<file path="config.mk">
export PLATFORM = sky130hd
export DESIGN_NAME = soc_sysctl_top
export DESIGN_NICKNAME = d
export VERILOG_FILES = /design/src/sysctl_pkg.sv /design/src/devmap_pkg.sv /design/src/rst_seq.sv /design/src/pi_decoder.sv /design/src/devtbl_regs.sv /design/src/soc_sysctl_top.sv
export SDC_FILE = /design/constraint.sdc
export NUM_CORES = 1
export LEC_CHECK = 0
export ABC_AREA = 1
export BUFFER_PORTS_ARGS = -buffer_cell sky130_fd_sc_hd__buf_2
export CORE_AREA = 2 2 154 156
export CTS_BUF_LIST = sky130_fd_sc_hd__clkbuf_16
export DETAILED_ROUTE_END_ITERATION = 7
export DIE_AREA = 0 0 156 158
export SLEW_MARGIN = 15
export SYNTH_ARGS = -nofsm -noshare
export SYNTH_HDL_FRONTEND = slang
export SYNTH_SLANG_ARGS = --single-unit
</file>
<file path="constraint.sdc">
create_clock -name clk_4x_w -period 3.75 [get_ports clk_4x_w]
set_input_delay 0.5625 -clock clk_4x_w [delete_from_list [all_inputs] [get_ports clk_4x_w]]
set_output_delay 0.5625 -clock clk_4x_w [all_outputs]
set_load 0.01 [all_outputs]
</file>
<file path="src/sysctl_pkg.sv">
`default_nettype none

// Peripheral bus widths and the bus request and response structs
package sysctl_pkg;

	// Data width of the bus
	localparam int ARCHBITSZ = 32;

	// Word address width; byte address is {addr, 2'b00}
	localparam int ADDRBITSZ = 30;

	// Byte select width
	localparam int SELBITSZ = ARCHBITSZ / 8;

	// Request driven by a master
	typedef struct packed {
		logic                   cyc;
		logic                   stb;
		logic                   we;
		logic [ADDRBITSZ-1:0]   addr;
		logic [SELBITSZ-1:0]    sel;
		logic [ARCHBITSZ-1:0]   dat;
	} pi_req_t;

	// Response returned by a slave
	typedef struct packed {
		logic                   bsy;
		logic                   ack;
		logic [ARCHBITSZ-1:0]   dat;
	} pi_rsp_t;

endpackage

`default_nettype wire

</file>
<file path="src/devmap_pkg.sv">
`default_nettype none

// Fixed device map of the peripheral bus
package devmap_pkg;

	// Slave indices in address order
	typedef enum logic [2:0] {
		SLV_SDCARD  = 3'd0,
		SLV_DEVTBL  = 3'd1,
		SLV_IRQCTRL = 3'd2,
		SLV_SERIAL  = 3'd3,
		SLV_RAM     = 3'd4,
		SLV_RAMCTRL = 3'd5,
		SLV_BOOTLDR = 3'd6,
		SLV_INVALID = 3'd7
	} slave_e;

	localparam int SLAVECOUNT = 8;

	// All slaves but the device table and the invalid device
	localparam int EXTCOUNT = 6;

	// Window sizes in bytes, laid end to end from address 0
	localparam logic [31:0] DEV_MAPSZ [SLAVECOUNT] = '{
		32'h0000_1000,
		32'h0000_1000,
		32'h0000_1000,
		32'h0000_1000,
		32'h2000_0000,
		32'h0001_0000,
		32'h0000_1000,
		32'h0000_1000
	};

	// Device identifiers reported by the device table
	localparam logic [31:0] DEV_ID [SLAVECOUNT] = '{
		32'd4, 32'd7, 32'd3, 32'd5, 32'd1, 32'd0, 32'd0, 32'd0
	};

	// Interrupt use, one bit per slave; sdcard and serial only
	localparam logic [SLAVECOUNT-1:0] DEV_USEIRQ = 8'b0000_1001;

	// Word index of the reset control register
	localparam int RSTCTRL_IDX = 16;

endpackage

`default_nettype wire

</file>
<file path="src/rst_seq.sv">
`default_nettype none

module rst_seq #(
	parameter int RST_CNTR_BITSZ = 16
) (
	input  wire       clk_4x_w,
	input  wire       devtbl_rst2_w,
	input  wire       usr_btn_n_i,
	input  wire       pll_locked_i,
	input  wire       cpu_rst_i,
	input  wire [1:0] rst_ctrl_i,
	output logic      sys_rst_o
);

	// Codes written by software to the reset control register
	typedef enum logic [1:0] {
		RC_IDLE   = 2'b00,
		RC_PWROFF = 2'b01,
		RC_WARM   = 2'b10
	} rst_code_e;

	logic [RST_CNTR_BITSZ-1:0] rst_cntr;
	logic                      pwroff_r;
	logic                      btn_p;
	logic                      swwarmrst;
	logic                      swpwroff;

	assign btn_p     = !usr_btn_n_i;
	assign swwarmrst = (rst_ctrl_i == RC_WARM);
	assign swpwroff  = (rst_ctrl_i == RC_PWROFF);

	// Counter reloads on any reset source, then runs down to zero
	always_ff @(posedge clk_4x_w) begin
		if (devtbl_rst2_w || btn_p || cpu_rst_i || swwarmrst) begin
			rst_cntr <= '1;
		end else if (rst_cntr != '0) begin
			rst_cntr <= rst_cntr - 1'b1;
		end
	end

	// Power-off latch, only the button brings the system back
	always_ff @(posedge clk_4x_w) begin
		if (devtbl_rst2_w) begin
			pwroff_r <= 1'b0;
		end else if (swpwroff) begin
			pwroff_r <= 1'b1;
		end else if (btn_p) begin
			pwroff_r <= 1'b0;
		end
	end

	assign sys_rst_o = !pll_locked_i || pwroff_r || (rst_cntr != '0);

endmodule

`default_nettype wire

</file>
<file path="src/pi_decoder.sv">
`default_nettype none

module pi_decoder (
	input  wire sysctl_pkg::pi_req_t m_req_i,
	output sysctl_pkg::pi_rsp_t      m_rsp_o,
	output sysctl_pkg::pi_req_t      s_req_o,
	output logic [devmap_pkg::EXTCOUNT-1:0] s_cyc_o,
	output logic [devmap_pkg::EXTCOUNT-1:0] s_stb_o,
	input  wire sysctl_pkg::pi_rsp_t s_rsp_i [devmap_pkg::EXTCOUNT],
	output sysctl_pkg::pi_req_t      dt_req_o,
	input  wire sysctl_pkg::pi_rsp_t dt_rsp_i
);

	localparam int EXTIDXBITSZ = $clog2(devmap_pkg::EXTCOUNT);

	// End address (exclusive) of window idx
	function automatic logic [sysctl_pkg::ARCHBITSZ:0] win_end(input int idx);
		logic [sysctl_pkg::ARCHBITSZ:0] acc;
		acc = '0;
		for (int i = 0; i <= idx; i++) begin
			acc = acc + {1'b0, devmap_pkg::DEV_MAPSZ[i]};
		end
		return acc;
	endfunction

	// External port number of a slave; the device table takes no port
	function automatic logic [EXTIDXBITSZ-1:0] ext_of(input devmap_pkg::slave_e s);
		logic [EXTIDXBITSZ-1:0] k;
		if (s < devmap_pkg::SLV_DEVTBL) begin
			k = EXTIDXBITSZ'(s);
		end else begin
			k = EXTIDXBITSZ'(s - 1);
		end
		return k;
	endfunction

	logic [sysctl_pkg::ARCHBITSZ:0] byte_addr;
	devmap_pkg::slave_e             sel;
	logic [EXTIDXBITSZ-1:0]         ext_idx;

	assign byte_addr = {1'b0, m_req_i.addr, 2'b00};

	// Windows are consecutive, so the first one whose end lies above the address wins
	always_comb begin
		sel = devmap_pkg::SLV_INVALID;
		for (int i = int'(devmap_pkg::SLV_INVALID) - 1; i >= 0; i--) begin
			if (byte_addr < win_end(i)) begin
				sel = devmap_pkg::slave_e'(i);
			end
		end
	end

	assign ext_idx = ext_of(sel);

	always_comb begin
		// Strobes travel only on the per-slave lines
		s_req_o     = m_req_i;
		s_req_o.cyc = 1'b0;
		s_req_o.stb = 1'b0;
		dt_req_o     = m_req_i;
		dt_req_o.cyc = 1'b0;
		dt_req_o.stb = 1'b0;
		s_cyc_o = '0;
		s_stb_o = '0;
		// Invalid device: never busy, never acks
		m_rsp_o = '0;
		case (sel)
			devmap_pkg::SLV_DEVTBL: begin
				dt_req_o.cyc = m_req_i.cyc;
				dt_req_o.stb = m_req_i.stb;
				m_rsp_o      = dt_rsp_i;
			end
			devmap_pkg::SLV_INVALID: begin
				m_rsp_o = '0;
			end
			default: begin
				s_cyc_o[ext_idx] = m_req_i.cyc;
				s_stb_o[ext_idx] = m_req_i.stb;
				m_rsp_o          = s_rsp_i[ext_idx];
			end
		endcase
	end

endmodule

`default_nettype wire

</file>
<file path="src/devtbl_regs.sv">
`default_nettype none

module devtbl_regs (
	input  wire                      clk_4x_w,
	input  wire                      devtbl_rst2_w,
	input  wire                      sys_rst_i,
	input  wire sysctl_pkg::pi_req_t req_i,
	output sysctl_pkg::pi_rsp_t      rsp_o,
	output logic [1:0]               rst_ctrl_o
);

	// Word offset bits inside the device table window
	localparam int IDXBITSZ = $clog2(devmap_pkg::DEV_MAPSZ[devmap_pkg::SLV_DEVTBL]) - 2;
	localparam int DEVBITSZ = $clog2(devmap_pkg::SLAVECOUNT);

	logic                           rst;
	logic                           req;
	logic [IDXBITSZ-1:0]            word_idx;
	logic [DEVBITSZ-1:0]            dev_k;
	logic [sysctl_pkg::ARCHBITSZ-1:0] rd_data;
	logic [sysctl_pkg::ARCHBITSZ-1:0] rdat_r;
	logic                           ack_r;
	logic [1:0]                     rst_ctrl_r;

	assign rst      = devtbl_rst2_w || sys_rst_i;
	assign req      = req_i.cyc && req_i.stb;
	assign word_idx = req_i.addr[IDXBITSZ-1:0];
	assign dev_k    = word_idx[DEVBITSZ:1];

	// Even words give id and useirq, odd words give the map size
	always_comb begin
		rd_data = '0;
		if (word_idx < IDXBITSZ'(2 * devmap_pkg::SLAVECOUNT)) begin
			if (word_idx[0]) begin
				rd_data = devmap_pkg::DEV_MAPSZ[dev_k];
			end else begin
				rd_data     = devmap_pkg::DEV_ID[dev_k];
				rd_data[31] = devmap_pkg::DEV_USEIRQ[dev_k];
			end
		end else if (word_idx == IDXBITSZ'(devmap_pkg::RSTCTRL_IDX)) begin
			rd_data[1:0] = rst_ctrl_r;
		end
	end

	always_ff @(posedge clk_4x_w) begin
		if (rst) begin
			ack_r      <= 1'b0;
			rst_ctrl_r <= 2'b00;
		end else begin
			ack_r <= req;
			if (req && req_i.we && req_i.sel[0] &&
					word_idx == IDXBITSZ'(devmap_pkg::RSTCTRL_IDX)) begin
				rst_ctrl_r <= req_i.dat[1:0];
			end
		end
	end

	// Read data is captured with the request
	always_ff @(posedge clk_4x_w) begin
		if (req) begin
			rdat_r <= rd_data;
		end
	end

	assign rsp_o.bsy  = 1'b0;
	assign rsp_o.ack  = ack_r;
	assign rsp_o.dat  = rdat_r;
	assign rst_ctrl_o = rst_ctrl_r;

endmodule

`default_nettype wire

</file>
<file path="src/soc_sysctl_top.sv">
`default_nettype none

module soc_sysctl_top #(
	parameter int RST_CNTR_BITSZ = 4
) (
	input  wire                      clk_4x_w,
	input  wire                      devtbl_rst2_w,
	input  wire                      usr_btn_n_i,
	input  wire                      pll_locked_i,
	input  wire                      cpu_rst_i,
	input  wire sysctl_pkg::pi_req_t m_req_i,
	output wire sysctl_pkg::pi_rsp_t m_rsp_o,
	output wire sysctl_pkg::pi_req_t s_req_o,
	output wire [devmap_pkg::EXTCOUNT-1:0] s_cyc_o,
	output wire [devmap_pkg::EXTCOUNT-1:0] s_stb_o,
	input  wire sysctl_pkg::pi_rsp_t s_rsp_i [devmap_pkg::EXTCOUNT],
	output wire                      sys_rst_o
);

	wire sysctl_pkg::pi_req_t dt_req_w;
	wire sysctl_pkg::pi_rsp_t dt_rsp_w;
	wire [1:0]                rst_ctrl_w;

	rst_seq #(
		.RST_CNTR_BITSZ (RST_CNTR_BITSZ)
	) u_rst_seq (
		.clk_4x_w      (clk_4x_w),
		.devtbl_rst2_w (devtbl_rst2_w),
		.usr_btn_n_i   (usr_btn_n_i),
		.pll_locked_i  (pll_locked_i),
		.cpu_rst_i     (cpu_rst_i),
		.rst_ctrl_i    (rst_ctrl_w),
		.sys_rst_o     (sys_rst_o)
	);

	// Combinational, so accesses take the slave's own latency
	pi_decoder u_pi_decoder (
		.m_req_i  (m_req_i),
		.m_rsp_o  (m_rsp_o),
		.s_req_o  (s_req_o),
		.s_cyc_o  (s_cyc_o),
		.s_stb_o  (s_stb_o),
		.s_rsp_i  (s_rsp_i),
		.dt_req_o (dt_req_w),
		.dt_rsp_i (dt_rsp_w)
	);

	devtbl_regs u_devtbl_regs (
		.clk_4x_w      (clk_4x_w),
		.devtbl_rst2_w (devtbl_rst2_w),
		.sys_rst_i     (sys_rst_o),
		.req_i         (dt_req_w),
		.rsp_o         (dt_rsp_w),
		.rst_ctrl_o    (rst_ctrl_w)
	);

endmodule

`default_nettype wire

</file>
# Word level (Yosys, flattened, before mapping)
# Memories as Yosys holds them, arrays and structs flattened.
# Index checks and enable logic that the tools add are counted.
[totals]
reg_bits = 40
memories = 3
word_cells = 77
romBits = 520
output_inout_bits = 116
[mem_list]
columns = ["memory", "words", "word_bits", "rd", "rd_ports_with_merged_regs", "write_ports", "line", "text"]
rows = [
  ["(no name shown)", 8, 32, 1, 0, 0, "devtbl_regs.sv:35", "rd_data = devmap_pkg::DEV_MAPSZ[dev_k];"],
  ["(no name shown)", 8, 32, 1, 0, 0, "devtbl_regs.sv:37", "rd_data = devmap_pkg::DEV_ID[dev_k];"],
  ["(no name shown)", 8, 1, 1, 0, 0, "devtbl_regs.sv:38", "rd_data[31] = devmap_pkg::DEV_USEIRQ[dev_k];"],
]
[classes]
n_bitwise = 4
muxes = 27
reduce_logical = 15
n_lt_le_gt_ge = 14
eq_ne = 6
n_addsub = 2
[ops]
columns = ["op", "count"]
rows = [
  ["34-bit binary-select mux with 3-bit select", 1],
  ["32-bit by 30-bit less-than comparator with 1-bit output (second input constant)", 3],
  ["32-bit 2-to-1 mux", 3],
  ["34-bit 2-to-1 mux", 2],
  ["34-bit case mux with 2 select lines", 1],
  ["32-bit by 14-bit less-than comparator with 1-bit output (second input constant)", 2],
  ["31-bit 2-to-1 mux", 2],
  ["32-bit by 13-bit less-than comparator with 1-bit output (second input constant)", 1],
  ["32-bit by 15-bit less-than comparator with 1-bit output (second input constant)", 1],
  ["3-bit 2-to-1 mux", 5],
  ["6-bit AND", 2],
  ["6-bit 2-to-1 mux", 2],
  ["10-bit by 5-bit == test with 1-bit output (second input constant)", 1],
  ["10-bit by 5-bit less-than comparator with 1-bit output (second input constant)", 1],
  ["2-bit 2-to-1 mux", 5],
  ["4-bit greater-or-equal comparator (second input constant)", 2],
  ["3-bit by 4-bit less-than comparator with 1-bit output (second input constant)", 2],
  ["3-bit inverter with 4-bit output", 2],
  ["1-bit logical OR", 6],
  ["1-bit logical AND", 5],
  ["1-bit 2-to-1 mux", 5],
  ["4-bit nonzero test", 1],
  ["4-bit by 1-bit subtractor with 4-bit output (second input constant)", 1],
  ["1-bit demux with 3-bit select", 1],
  ["10 further kinds", 11],
]

# Longest topological paths before layout
[logic_depth]
depth_word = 16
depth_mapped = 24
ltp_nobuf = 22

# Modules after synthesis
# A second synthesis with hierarchy kept.
[hier_totals]
cells_unflattened = 920
hier_area_um2 = 5023.6
[by_module_without_submodules]
columns = ["module", "n_inst", "area_per_inst_um2", "cells_per_inst"]
rows = [
  ["pi_decoder", 1, 3993.8, 790],
  ["devtbl_regs", 1, 750.7, 88],
  ["rst_seq", 1, 279.0, 42],
]

# Least setup slack after synthesis
# OpenSTA, ideal clock, no wires.
[synth_path]
path_type = "input -> output"
from = "input m_req_i[58] in the netlist's numbering"
to = "output m_rsp_o[13] in the netlist's numbering"
t_arrival_ps = 2933
required_ps = 3188
setup_slack_ps = 254
n_path_buf = 2
path_stages = 21
cell_sequence = "nor2_1 nand2_1 nor2_2 nand3_2 nand3_1 nand2_1 nand2_1 nand2_1 buf_6 inv_1 a31oi_1 ha_1 inv_1 nand2_4 nand2_4 inv_2 nand2_4 buf_6 or2_2 nand3_1 nor2_1"
[synth_lines]
columns = ["element", "line", "text"]
rows = [
  ["start: declaration", "soc_sysctl_top.sv:11", "input wire sysctl_pkg::pi_req_t m_req_i,"],
  ["end: declaration", "soc_sysctl_top.sv:12", "output wire sysctl_pkg::pi_rsp_t m_rsp_o,"],
]

==> out/results.ini <==
[sta]
tightest_slew_ns=0.621
fin_ws_ns=0.177
final.min_clock_period_ns=3.57
hold_violations=0
fmax_ghz=0.280
finalSetupViolations=0
tns_ns=0
final-max-slew-violation-count=0
post-route-period-util_pct=95.3
slew_headroom_pct=58.0
skew_ns=0.00526

[layout]
fillers=2668
layout-drive-gt1-share_pct=40.0
antenna_cells=0
final_util_pct=25.8
nets=1342
final_cell_mix=buf_2, nand2_1, inv_1, nand3_1, nor2_1
syn2layout_area_growth_pct=39.8
layout_commonest_cell=buf_2

[logic_synthesis]
synthCells=807
synthArstFlopShare_pct=0
yosys_register_bits=15
synth_area_mm2=0.00426
yosysSeqAreaShare_pct=8.70
synth_ff_type=dfxtp_1
synth_edf_count=7
synth.avg_cell_area_um2=5.27
yosysUniqueCellTypes=40
yosysWarnings=0

[clock_tree]
htreeDepth=1
cts_sinks=15
clk_pin_slew_ns=0.05
clock_latency_ns=0.25
root_buffer=clkbuf_16
cts-buffers-inserted=3
postCtsHoldBufs=0
cts_buffer_depth=2
cts_tree=done

[worst_setup_path]
crit_type=in -> out
cp_max_fo=27
rrSetupSlack_ns=2.29
startpoint_type=input port
cp.arrival_ns=3.01
required_ns=3.19
end_kind=output port

[routing]
drt_first_pass_iters=6
drt_wl_total_um=17900
post_drt_wl_per_cell_um=13.3
num_vias=5574
drc_errors=0
first_iter_violations=239
vias_per_cell=4.14
ant_nets=0

[power]
p_per_area_mw_per_mm2=133
irDropWorstVdd_mv=0.245
p_leak_nw=3.74
power_mw=0.789

[worst_hold_path]
worstHoldPathType=reg -> reg

[floorplanning]
die_w_um=156
pin_count=394
initial_core_util_pct=18.5
dieArea_mm2=0.0246
core_area_mm2=0.0231
rows=56
dieHeight_um=158

[grt]
grt_max_degree=83
grt_pass1_vias=5071
grt-ovfl-total=0
grt_usage_pct=13.2
grt_antenna_before_repair=2
grt_first_pass_wirelength_um=25500

[place]
dp_worst_setup_slack_ns=-0.0852
io_buffers=325
routabilityCongestion=0.786
dp_hpwl_um=15000

[run_status]
status=finished clean

[job]
drv_cap=0

## synth_stat cells (5+ instances only)
master	instances	area, um^2
or2_1	24	150
nor2_1	75	282
or2_0	15	93.8
buf_6	5	56.3
nand3_1	90	450
dfxtp_1	8	160
inv_2	5	18.8
nand4_1	22	138
buf_2	16	80.1
clkbuf_1	6	22.5
inv_1	133	499
or2_2	37	231
edfxtp_1	7	210
ha_1	6	75.1
buf_4	70	526
nand2_1	244	916
## where the power goes
group / internal [mW] / leakage [nW] / switching (mW)
clock network: 0.141 / 0.0423 / 0.0643
logic: 0.191 / 3.58 / 0.221
registers: 0.171 / 0.122 / 0.000432
total: 0.503 / 3.74 / 0.286
## worst max-delay path, stage by stage
cell and delay (ns):
buf_2 0.12, nor2_1 0.13, nand2_2 0.09, nor2_4 0.15
nand3_2 0.11, nand2_1 0.09, nand2_2 0.08, nand2_4 0.06
inv_1 0.05, a31oi_1 0.17, ha_1 0.26, inv_2 0.08
nand2_4 0.09, nor2_8 0.16, nand2_8 0.15, or2_2 0.34
nand3_1 0.10, nor2_2 0.06, buf_2 0.13
## kinds of logic after synthesis
family                     count (synthesis)  synth area share [%]
buffers and inverters                    239                  28.7
AOI/OAI and AO/OA                         14                  1.97
DFF                                       15                  8.70
adders and majority gates                  6                  1.76
other                                      1                0.0881
xor gates and xnor gates                   1                 0.206
and+or+nand+nor                          531                  58.6
## area by class of cell
class | count | area (um^2) | share of cell area, %
multi-input combinational | 554 | 2740 | 46.1
timing repair buffer | 346 | 1870 | 31.5
inverter | 138 | 520 | 8.75
sequential | 15 | 370 | 6.23
tap | 290 | 363 | 6.10
clock buffer | 3 | 75.1 | 1.26
clock inverter | 1 | 3.75 | 0.0631
## layer usage
layer | track usage, % | part of all wire, % | vias up
li1 | - | - | 2863
met2 | 24.4 | 47 | 261
met4 | 4.94 | 3.3 | 4
met1 | 15.3 | 41 | 2410
met5 | 0 | 0.12 | -
met3 | 2.22 | 8.4 | 36
## final timing paths
path / startpoint / end / cells past startpoint
worst min-delay path: u_devtbl_regs.rst_ctrl_o[0] / u_devtbl_regs.rst_ctrl_o[0] / 2
worst min register to register: u_devtbl_regs.rst_ctrl_o[0] / u_devtbl_regs.rst_ctrl_o[0] / 2
worst max register to register: u_rst_seq.rst_cntr[0] / u_devtbl_regs.ack_r / 8
worst max-delay path: m_req_i[63] / m_rsp_o[14] / 19
## repair_timing
action / in CTS / in global routing
pin swaps: 0 / 3
endpoints found under the setup margin: 12 / 36
resized for setup: 4 / 23
buffers inserted: 0 / 1
## state kept, by name, summed over array words and instances (netlist names)
register                  cells
u_devtbl_regs.ack_r           1
u_rst_seq.rst_cntr            4
u_devtbl_regs.rdat_r          7
u_devtbl_regs.rst_ctrl_o      2
u_rst_seq.pwroff_r            1
## per-stage QoR
stage	area, um^2	hold WS, ns	cells
after floorplan	4260	0.456	808
after global placement	5770	0.486	1342
after detailed placement	5770	0.496	1342
after CTS	5870	0.506	1346
after global routing	5950	0.511	1347
final	5950	0.506	1347
Power figures use the tool's default switching activity.
